--- src/logic/vai_pkg.sv ---
package vai_pkg;

    // Sizes of the host link and the sub-unit array
    localparam int NUM_SUB_AFUS = 8;
    localparam int VMID_W       = $clog2(NUM_SUB_AFUS);
    localparam int MMIO_ADDR_W  = 16;
    localparam int MMIO_TID_W   = 9;
    localparam int DATA_W       = 64;
    localparam int MEM_ADDR_W   = 64;

    typedef logic [VMID_W-1:0]      vmid_t;         // Sub-unit number
    typedef logic [MMIO_ADDR_W-1:0] mmio_addr_t;    // MMIO word address
    typedef logic [MMIO_TID_W-1:0]  mmio_tid_t;     // Read tag, echoed back
    typedef logic [DATA_W-1:0]      mmio_data_t;    // Register word
    typedef logic [MEM_ADDR_W-1:0]  mem_addr_t;     // Host memory address

    // Register map, in 32-bit word units so 64-bit registers sit on even addresses
    localparam mmio_addr_t ADDR_DFH         = 16'd0;
    localparam mmio_addr_t ADDR_ID_LO       = 16'd2;
    localparam mmio_addr_t ADDR_ID_HI       = 16'd4;
    localparam mmio_addr_t ADDR_RESET       = 16'd6;
    localparam mmio_addr_t ADDR_NAFUS       = 16'd8;
    localparam mmio_addr_t ADDR_OFFSET_BASE = 16'd12;
    localparam mmio_addr_t ADDR_OFFSET_LAST =
        mmio_addr_t'(ADDR_OFFSET_BASE + 2 * NUM_SUB_AFUS - 1);  // 27

    // Feature header: type 1 in 63:60, end-of-list flag in bit 40
    localparam mmio_data_t DFH_VALUE = 64'h1000_0100_0000_0000;

    localparam logic [127:0] MGR_ID = 128'h5a17c3e0_9b24_4f81_b6d2_0c7e35a19f48;

    localparam mmio_data_t NAFUS_VALUE   = mmio_data_t'(NUM_SUB_AFUS);
    localparam mmio_data_t UNMAPPED_DATA = {DATA_W{1'b1}};

    // Relocation FSM
    typedef enum logic [1:0]
    {
        IDLE,       // Waiting for a new request
        FWD,        // out_req high, waiting for out_ack
        DONE,       // mem_ack high, waiting for both reqs to drop
        REFUSE      // mem_ack and mem_err high, nothing forwarded
    } xlate_state_t;

endpackage

--- src/logic/mmio_req_if.sv ---
`timescale 1ns/1ps

interface mmio_req_if;

    logic                   rd;         // One-cycle read pulse
    logic                   wr;         // One-cycle write pulse
    vai_pkg::mmio_tid_t     tid;
    vai_pkg::mmio_data_t    data;       // Write data
    logic                   sel_dfh;
    logic                   sel_id_lo;
    logic                   sel_id_hi;
    logic                   sel_reset;
    logic                   sel_nafus;
    logic                   sel_offset;
    vai_pkg::vmid_t         vmid;       // Valid with sel_offset

    // Decoder side
    modport src (
        output rd, wr, tid, data,
        output sel_dfh, sel_id_lo, sel_id_hi, sel_reset, sel_nafus, sel_offset,
        output vmid
    );

    // Register bank side
    modport dst (
        input rd, wr, tid, data,
        input sel_dfh, sel_id_lo, sel_id_hi, sel_reset, sel_nafus, sel_offset,
        input vmid
    );

endinterface

--- src/logic/mgr_csr_bank.sv ---
`timescale 1ns/1ps

module mgr_csr_bank
(
    input  logic                    clk,
    input  logic                    reset,
    mmio_req_if.dst                 req,
    output logic                    rsp_valid,
    output vai_pkg::mmio_tid_t      rsp_tid,
    output vai_pkg::mmio_data_t     rsp_data,
    output vai_pkg::mem_addr_t      offsets [vai_pkg::NUM_SUB_AFUS],
    output vai_pkg::mmio_data_t     sub_reset
);

    vai_pkg::mmio_data_t    rd_value;   // Read data for the current request

    // Value stage
    logic                   val_valid;
    vai_pkg::mmio_tid_t     val_tid;
    vai_pkg::mmio_data_t    val_data;

    // Register writes; read-only and unmapped addresses fall through
    always_ff @(posedge clk)
    begin
        if (reset)
        begin
            for (int i = 0; i < vai_pkg::NUM_SUB_AFUS; i++)
            begin
                offsets[i] <= '0;
            end
            sub_reset <= '0;
        end
        else if (req.wr)
        begin
            if (req.sel_offset)
            begin
                offsets[req.vmid] <= req.data;
            end

            if (req.sel_reset)
            begin
                sub_reset <= req.data;
            end
        end
    end

    // Select the read value from the decoded selects
    always_comb
    begin
        if (req.sel_dfh)
        begin
            rd_value = vai_pkg::DFH_VALUE;
        end
        else if (req.sel_id_lo)
        begin
            rd_value = vai_pkg::MGR_ID[63:0];
        end
        else if (req.sel_id_hi)
        begin
            rd_value = vai_pkg::MGR_ID[127:64];
        end
        else if (req.sel_reset)
        begin
            rd_value = sub_reset;
        end
        else if (req.sel_nafus)
        begin
            rd_value = vai_pkg::NAFUS_VALUE;
        end
        else if (req.sel_offset)
        begin
            rd_value = offsets[req.vmid];
        end
        else
        begin
            rd_value = vai_pkg::UNMAPPED_DATA;
        end
    end

    always_ff @(posedge clk)
    begin
        if (reset)
        begin
            val_valid <= 1'b0;
            rsp_valid <= 1'b0;
        end
        else
        begin
            val_valid <= req.rd;
            rsp_valid <= val_valid;    // Fixed latency, no back-pressure
        end
    end

    always_ff @(posedge clk)
    begin
        val_tid  <= req.tid;
        val_data <= rd_value;
        rsp_tid  <= val_tid;
        rsp_data <= val_data;
    end

endmodule

--- src/logic/mmio_decode.sv ---
`timescale 1ns/1ps

module mmio_decode
(
    input  logic                    clk,
    input  logic                    reset,
    input  logic                    rd_valid,
    input  logic                    wr_valid,
    input  vai_pkg::mmio_addr_t     addr,
    input  vai_pkg::mmio_tid_t      tid,
    input  vai_pkg::mmio_data_t     wdata,
    mmio_req_if.src                 req
);

    // Capture stage
    logic                   s1_rd;
    logic                   s1_wr;
    vai_pkg::mmio_addr_t    s1_addr;
    vai_pkg::mmio_tid_t     s1_tid;
    vai_pkg::mmio_data_t    s1_data;

    vai_pkg::mmio_addr_t    offset_word;    // Address relative to the first offset register
    logic                   in_offset;

    always_ff @(posedge clk)
    begin
        if (reset)
        begin
            s1_rd <= 1'b0;
            s1_wr <= 1'b0;
        end
        else
        begin
            s1_rd <= rd_valid;
            s1_wr <= wr_valid;
        end
    end

    always_ff @(posedge clk)
    begin
        s1_addr <= addr;
        s1_tid  <= tid;
        s1_data <= wdata;
    end

    // Bit 0 of the word address is ignored inside the offset range
    assign offset_word = s1_addr - vai_pkg::ADDR_OFFSET_BASE;
    assign in_offset   = (s1_addr >= vai_pkg::ADDR_OFFSET_BASE) &&
                         (s1_addr <= vai_pkg::ADDR_OFFSET_LAST);

    // Decode stage, drives the bank directly from these flops
    always_ff @(posedge clk)
    begin
        if (reset)
        begin
            req.rd         <= 1'b0;
            req.wr         <= 1'b0;
            req.sel_dfh    <= 1'b0;
            req.sel_id_lo  <= 1'b0;
            req.sel_id_hi  <= 1'b0;
            req.sel_reset  <= 1'b0;
            req.sel_nafus  <= 1'b0;
            req.sel_offset <= 1'b0;
        end
        else
        begin
            req.rd         <= s1_rd;
            req.wr         <= s1_wr;
            req.sel_dfh    <= (s1_addr == vai_pkg::ADDR_DFH);
            req.sel_id_lo  <= (s1_addr == vai_pkg::ADDR_ID_LO);
            req.sel_id_hi  <= (s1_addr == vai_pkg::ADDR_ID_HI);
            req.sel_reset  <= (s1_addr == vai_pkg::ADDR_RESET);
            req.sel_nafus  <= (s1_addr == vai_pkg::ADDR_NAFUS);
            req.sel_offset <= in_offset;
        end
    end

    always_ff @(posedge clk)
    begin
        req.tid  <= s1_tid;
        req.data <= s1_data;
        req.vmid <= offset_word[vai_pkg::VMID_W:1];    // addr/2 - 6
    end

endmodule

--- src/logic/vai_mgr_top.sv ---
`timescale 1ns/1ps

module vai_mgr_top
(
    input  logic                    clk,
    input  logic                    reset,

    // Host MMIO request and read response
    input  logic                    mmio_rd_valid,
    input  logic                    mmio_wr_valid,
    input  vai_pkg::mmio_addr_t     mmio_addr,
    input  vai_pkg::mmio_tid_t      mmio_tid,
    input  vai_pkg::mmio_data_t     mmio_wdata,
    output logic                    rsp_valid,
    output vai_pkg::mmio_tid_t      rsp_tid,
    output vai_pkg::mmio_data_t     rsp_data,
    output vai_pkg::mmio_data_t     sub_afu_reset,

    // Sub-unit memory request
    input  logic                    mem_req,
    input  vai_pkg::vmid_t          mem_vmid,
    input  vai_pkg::mem_addr_t      mem_addr,
    output logic                    mem_ack,
    output logic                    mem_err,

    // Host memory port
    output logic                    out_req,
    output vai_pkg::mem_addr_t      out_addr,
    input  logic                    out_ack
);

    vai_pkg::mem_addr_t offsets [vai_pkg::NUM_SUB_AFUS];   // Per-vmid relocation

    mmio_req_if req_bus ();

    mmio_decode u_decode
    (
        .clk        (clk),
        .reset      (reset),
        .rd_valid   (mmio_rd_valid),
        .wr_valid   (mmio_wr_valid),
        .addr       (mmio_addr),
        .tid        (mmio_tid),
        .wdata      (mmio_wdata),
        .req        (req_bus.src)
    );

    mgr_csr_bank u_csr
    (
        .clk        (clk),
        .reset      (reset),
        .req        (req_bus.dst),
        .rsp_valid  (rsp_valid),
        .rsp_tid    (rsp_tid),
        .rsp_data   (rsp_data),
        .offsets    (offsets),
        .sub_reset  (sub_afu_reset)
    );

    vmid_addr_xlate u_xlate
    (
        .clk        (clk),
        .reset      (reset),
        .offsets    (offsets),
        .sub_reset  (sub_afu_reset),
        .mem_req    (mem_req),
        .mem_vmid   (mem_vmid),
        .mem_addr   (mem_addr),
        .mem_ack    (mem_ack),
        .mem_err    (mem_err),
        .out_req    (out_req),
        .out_addr   (out_addr),
        .out_ack    (out_ack)
    );

endmodule

--- src/logic/vmid_addr_xlate.sv ---
`timescale 1ns/1ps

module vmid_addr_xlate
(
    input  logic                    clk,
    input  logic                    reset,
    input  vai_pkg::mem_addr_t      offsets [vai_pkg::NUM_SUB_AFUS],
    input  vai_pkg::mmio_data_t     sub_reset,
    input  logic                    mem_req,
    input  vai_pkg::vmid_t          mem_vmid,
    input  vai_pkg::mem_addr_t      mem_addr,
    output logic                    mem_ack,
    output logic                    mem_err,
    output logic                    out_req,
    output vai_pkg::mem_addr_t      out_addr,
    input  logic                    out_ack
);

    vai_pkg::xlate_state_t  state;

    always_ff @(posedge clk)
    begin
        if (reset)
        begin
            state   <= vai_pkg::IDLE;
            mem_ack <= 1'b0;
            mem_err <= 1'b0;
            out_req <= 1'b0;
        end
        else
        begin
            case (state)
                vai_pkg::IDLE:
                begin
                    if (mem_req)
                    begin
                        if (sub_reset[mem_vmid])
                        begin
                            state   <= vai_pkg::REFUSE;     // Sub-unit held in reset
                            mem_ack <= 1'b1;
                            mem_err <= 1'b1;
                        end
                        else
                        begin
                            state   <= vai_pkg::FWD;
                            out_req <= 1'b1;
                        end
                    end
                end

                vai_pkg::FWD:
                begin
                    if (out_ack)
                    begin
                        state   <= vai_pkg::DONE;
                        out_req <= 1'b0;
                        mem_ack <= 1'b1;
                        mem_err <= 1'b0;
                    end
                end

                // Both sides must finish their four-phase sequence
                vai_pkg::DONE, vai_pkg::REFUSE:
                begin
                    if (!mem_req && !out_ack)
                    begin
                        state   <= vai_pkg::IDLE;
                        mem_ack <= 1'b0;
                        mem_err <= 1'b0;
                    end
                end

                default:
                begin
                    state <= vai_pkg::IDLE;
                end
            endcase
        end
    end

    // Offset taken at capture, later writes do not reach a request in flight
    always_ff @(posedge clk)
    begin
        if (state == vai_pkg::IDLE && mem_req)
        begin
            out_addr <= mem_addr + offsets[mem_vmid];  // Wraps modulo 2^64
        end
    end

endmodule

--- config.mk ---
export PLATFORM = sky130hd
export DESIGN_NAME = vai_mgr_top
export DESIGN_NICKNAME = d
export VERILOG_FILES = /design/src/logic/vai_pkg.sv /design/src/logic/mmio_req_if.sv /design/src/logic/mgr_csr_bank.sv /design/src/logic/mmio_decode.sv /design/src/logic/vai_mgr_top.sv /design/src/logic/vmid_addr_xlate.sv
export SDC_FILE = /design/constraint.sdc
export NUM_CORES = 2
export LEC_CHECK = 0
export ABC_CLOCK_PERIOD_IN_PS = 6900
export BUFFER_PORTS_ARGS = -buffer_cell sky130_fd_sc_hd__buf_4
export CAP_MARGIN = 25
export CORE_UTILIZATION = 38
export DETAILED_ROUTE_END_ITERATION = 16
export PLACE_DENSITY = 0.65
export REMOVE_ABC_BUFFERS = 1
export SYNTH_ARGS = -nofsm -noshare
export SYNTH_HDL_FRONTEND = slang
export SYNTH_SLANG_ARGS = --single-unit
--- constraint.sdc ---
create_clock -name clk -period 6.9 [get_ports clk]
set_input_delay 1.725 -clock clk [delete_from_list [all_inputs] [get_ports clk]]
set_output_delay 1.725 -clock clk [all_outputs]
set_load 0.1 [all_outputs]
==> impl_metrics.env <==
export IMPL_yosys_warnings=0
export IMPL_ys_ff_latch=968
export IMPL_num_nets_final=4972
export IMPL_antenna_found_initial=6
export IMPL_gp_congestion=0.9685
export IMPL_seq_area_frac_synth=0.4855
export IMPL_syn_area_um2=41230
export IMPL_grt_max_degree=183
export IMPL_synth_area_top_cells="dfxtp_1, nand2_1, a21oi_1"
export IMPL_dieWidth_um=331.4
export IMPL_wl_um=157900
export IMPL_endpoint_kind="flip-flop"
export IMPL_final_hold_viol_count=0
export IMPL_layout_min_cycle_time_ps=5494
export IMPL_cts_sinks=968
export IMPL_cts_root_buffer="clkbuf_16"
export IMPL_worstPathMaxFanout=21
export IMPL_start_util=0.3841
export IMPL_coreArea_um2=107400
export IMPL_synthCells=4608
export IMPL_grt_pass1_wl_um=230600
export IMPL_yosys_cell_count_top_type="nand2_1"
export IMPL_drv_slew=0
export IMPL_die_area_um2=109800
export IMPL_drt_iter0_markers=4559
export IMPL_synth_area_per_cell_um2=8.948
export IMPL_final_cell_area_um2=48810
export IMPL_power_density_nw_per_um2=262.7
export IMPL_r2r_slack_ps=2630
export IMPL_worstPathArrival_ps=5950
export IMPL_whs_ps=317.2
export IMPL_routedWlPerCell_um=25.32
export IMPL_viasPerCell=5.805
export IMPL_synth_distinct_cells=69
export IMPL_synth_top_area_share=0.4389
export IMPL_cap_violations=0
export IMPL_cts_resized_gates=0
export IMPL_yosys_area_top_type="dfxtp_1"
export IMPL_grt_setup_unrepaired="no"
export IMPL_final_core_util=0.4547
export IMPL_critPathLaunchType="input pin"
export IMPL_ant_nets=0
export IMPL_cts_buffers=107
export IMPL_clk_latency_ps=720
export IMPL_cts_setup_buffers=0
export IMPL_drive_gt1_frac=0.1928
export IMPL_grt_ovfl_total=0
export IMPL_critPathRequiredTime_ps=7360
export IMPL_htree_num_levels=3
export IMPL_die_h_um=331.4
export IMPL_hold_path_class="reg2reg"
export IMPL_min_period_over_period=0.7962
export IMPL_grt_pass1_vias=34634
export IMPL_io_pins=367
export IMPL_syn2layout_area_growth_pct=18.37
export IMPL_cts_tree="done"
export IMPL_num_vias=36197
export IMPL_postCtsHoldBufs=0
export IMPL_num_rows=120
export IMPL_p_leak_nw=17.85
export IMPL_synth_enable_flop_cells=64
export IMPL_tightest_slew_ps=1122
export IMPL_synth_main_ff_cell="dfxtp_1"
export IMPL_synthTopCellsByCount="nand2_1, dfxtp_1, a21oi_1"
export IMPL_placed_cell_area_um2=44970
export IMPL_skew_ps=34.43
export IMPL_io_buffers=366
export IMPL_first_pass_iters=6
export IMPL_ir_drop_mv=0.2082
export IMPL_clockBufferDepth=3
export IMPL_outcome="complete, no violations"
export IMPL_cts_reportedPaths_clkPinSlew_ps=60
export IMPL_max_freq_ghz=0.1820
export IMPL_synthArstFlopShare=0
export IMPL_finalSetupViolCount=0
export IMPL_hpwlAfterDp_um=99800
export IMPL_track_usage=0.2790
export IMPL_slew_headroom=0.2521
export IMPL_path_class="in2reg"
export IMPL_diodes=0
export IMPL_drc_errors=0
flip-flops by register name (all words and copies together) (netlist names), 2 cells and up:
| name | count |
|---|---|
| u_csr.offsets | 512 |
| u_csr.rsp_data | 64 |
| u_csr.rsp_tid | 9 |
| u_csr.sub_reset | 64 |
| u_csr.val_data | 64 |
| u_csr.val_tid | 9 |
| u_decode.req.data | 64 |
| u_decode.req.tid | 9 |
| u_decode.req.vmid | 3 |
| u_decode.s1_addr | 16 |
| u_decode.s1_data | 64 |
| u_decode.s1_tid | 9 |
| u_xlate.out_addr | 64 |
| u_xlate.state | 2 |
cells in the final DEF, fill, tap and decap left out, types with 20 or more instances in the layout:
master     instances
nand2_1         1289
dfxtp_1          896
a21oi_1          735
buf_4            420
nor2_1           162
mux4_2           141
mux2_2           113
clkbuf_16        110
o21ai_0           99
a22oi_1           75
ha_1              67
edfxtp_1          64
mux2i_1           61
xnor2_1           34
a221oi_1          33
a21o_1            32
nand3_1           31
o211ai_1          29
xor2_1            27
nand4_1           26
a31oi_1           26
inv_1             20
clkinv_2          20
cell families after synthesis:
| logic type | Yosys count | synth area share |
|---|---|---|
| compound gates | 1144 | 0.1616 |
| xor+xnor | 61 | 0.01296 |
| fa+ha+maj | 68 | 0.02082 |
| buf+inv | 431 | 0.03999 |
| flops | 968 | 0.4855 |
| mux | 315 | 0.1227 |
| simple gates | 1621 | 0.1564 |
critical path, stage by stage:
cell      delay (ps)
clkbuf_8         230
buf_4            440
mux4_2           560
mux2_2           290
ha_1             350
nand4_1          160
nor3_2           360
o31ai_1          150
a21oi_1          230
o21ai_0          240
o21ai_0          580
a21oi_1          250
o21ai_0          270
xor2_1            90
stage by stage:
stage          std cells  power [mW]  setup WS (ps)  setup TNS (ps)
2_1_floorplan       4197       6.390         -95.16          -95.16
3_3_place_gp        6031       6.830          789.6               0
3_5_place_dp        6033       6.835          762.9               0
4_1_cts             6233       12.89           1507               0
5_1_grt             6236       13.16           1191               0
6_report            6236       12.82           1406               0
worst paths after layout:
path	depth (start not counted)	end	start
hold reg to reg	0	u_decode.req.data[51]	u_decode.s1_data[51]
hold / removal	0	u_decode.req.data[51]	u_decode.s1_data[51]
setup / recovery	14	u_xlate.out_addr[41]	mem_vmid[0]
setup reg to reg	7	u_csr.offsets[283]	u_decode.req.vmid[2]
per-layer routing:
layer,global-route usage,part of all wire,vias up
li1,-,-,16223
met1,0.3581,0.39,17286
met2,0.4362,0.45,2225
met3,0.06729,0.11,457
met4,0.1426,0.050,6
met5,0,0.00022,-
area by class of cell:
type                       instances  area, um^2
clock buffer                     144        3050
clock inverter                    56       714.4
fill                           10212       58540
inverter                          20       75.07
multi-input combinational       3209       19690
sequential                       968       20040
tap                             1403        1755
timing repair buffer             436        3483
power breakdown:
group	switching [mW]	leakage, nW	internal (mW)	total [mW]
clock network	2.48	1.85	3.61	6.09
registers	0.117	7.97	5.75	5.86
logic	0.638	8.02	0.230	0.868
Note: power is estimated with default switching activity, not from simulation.
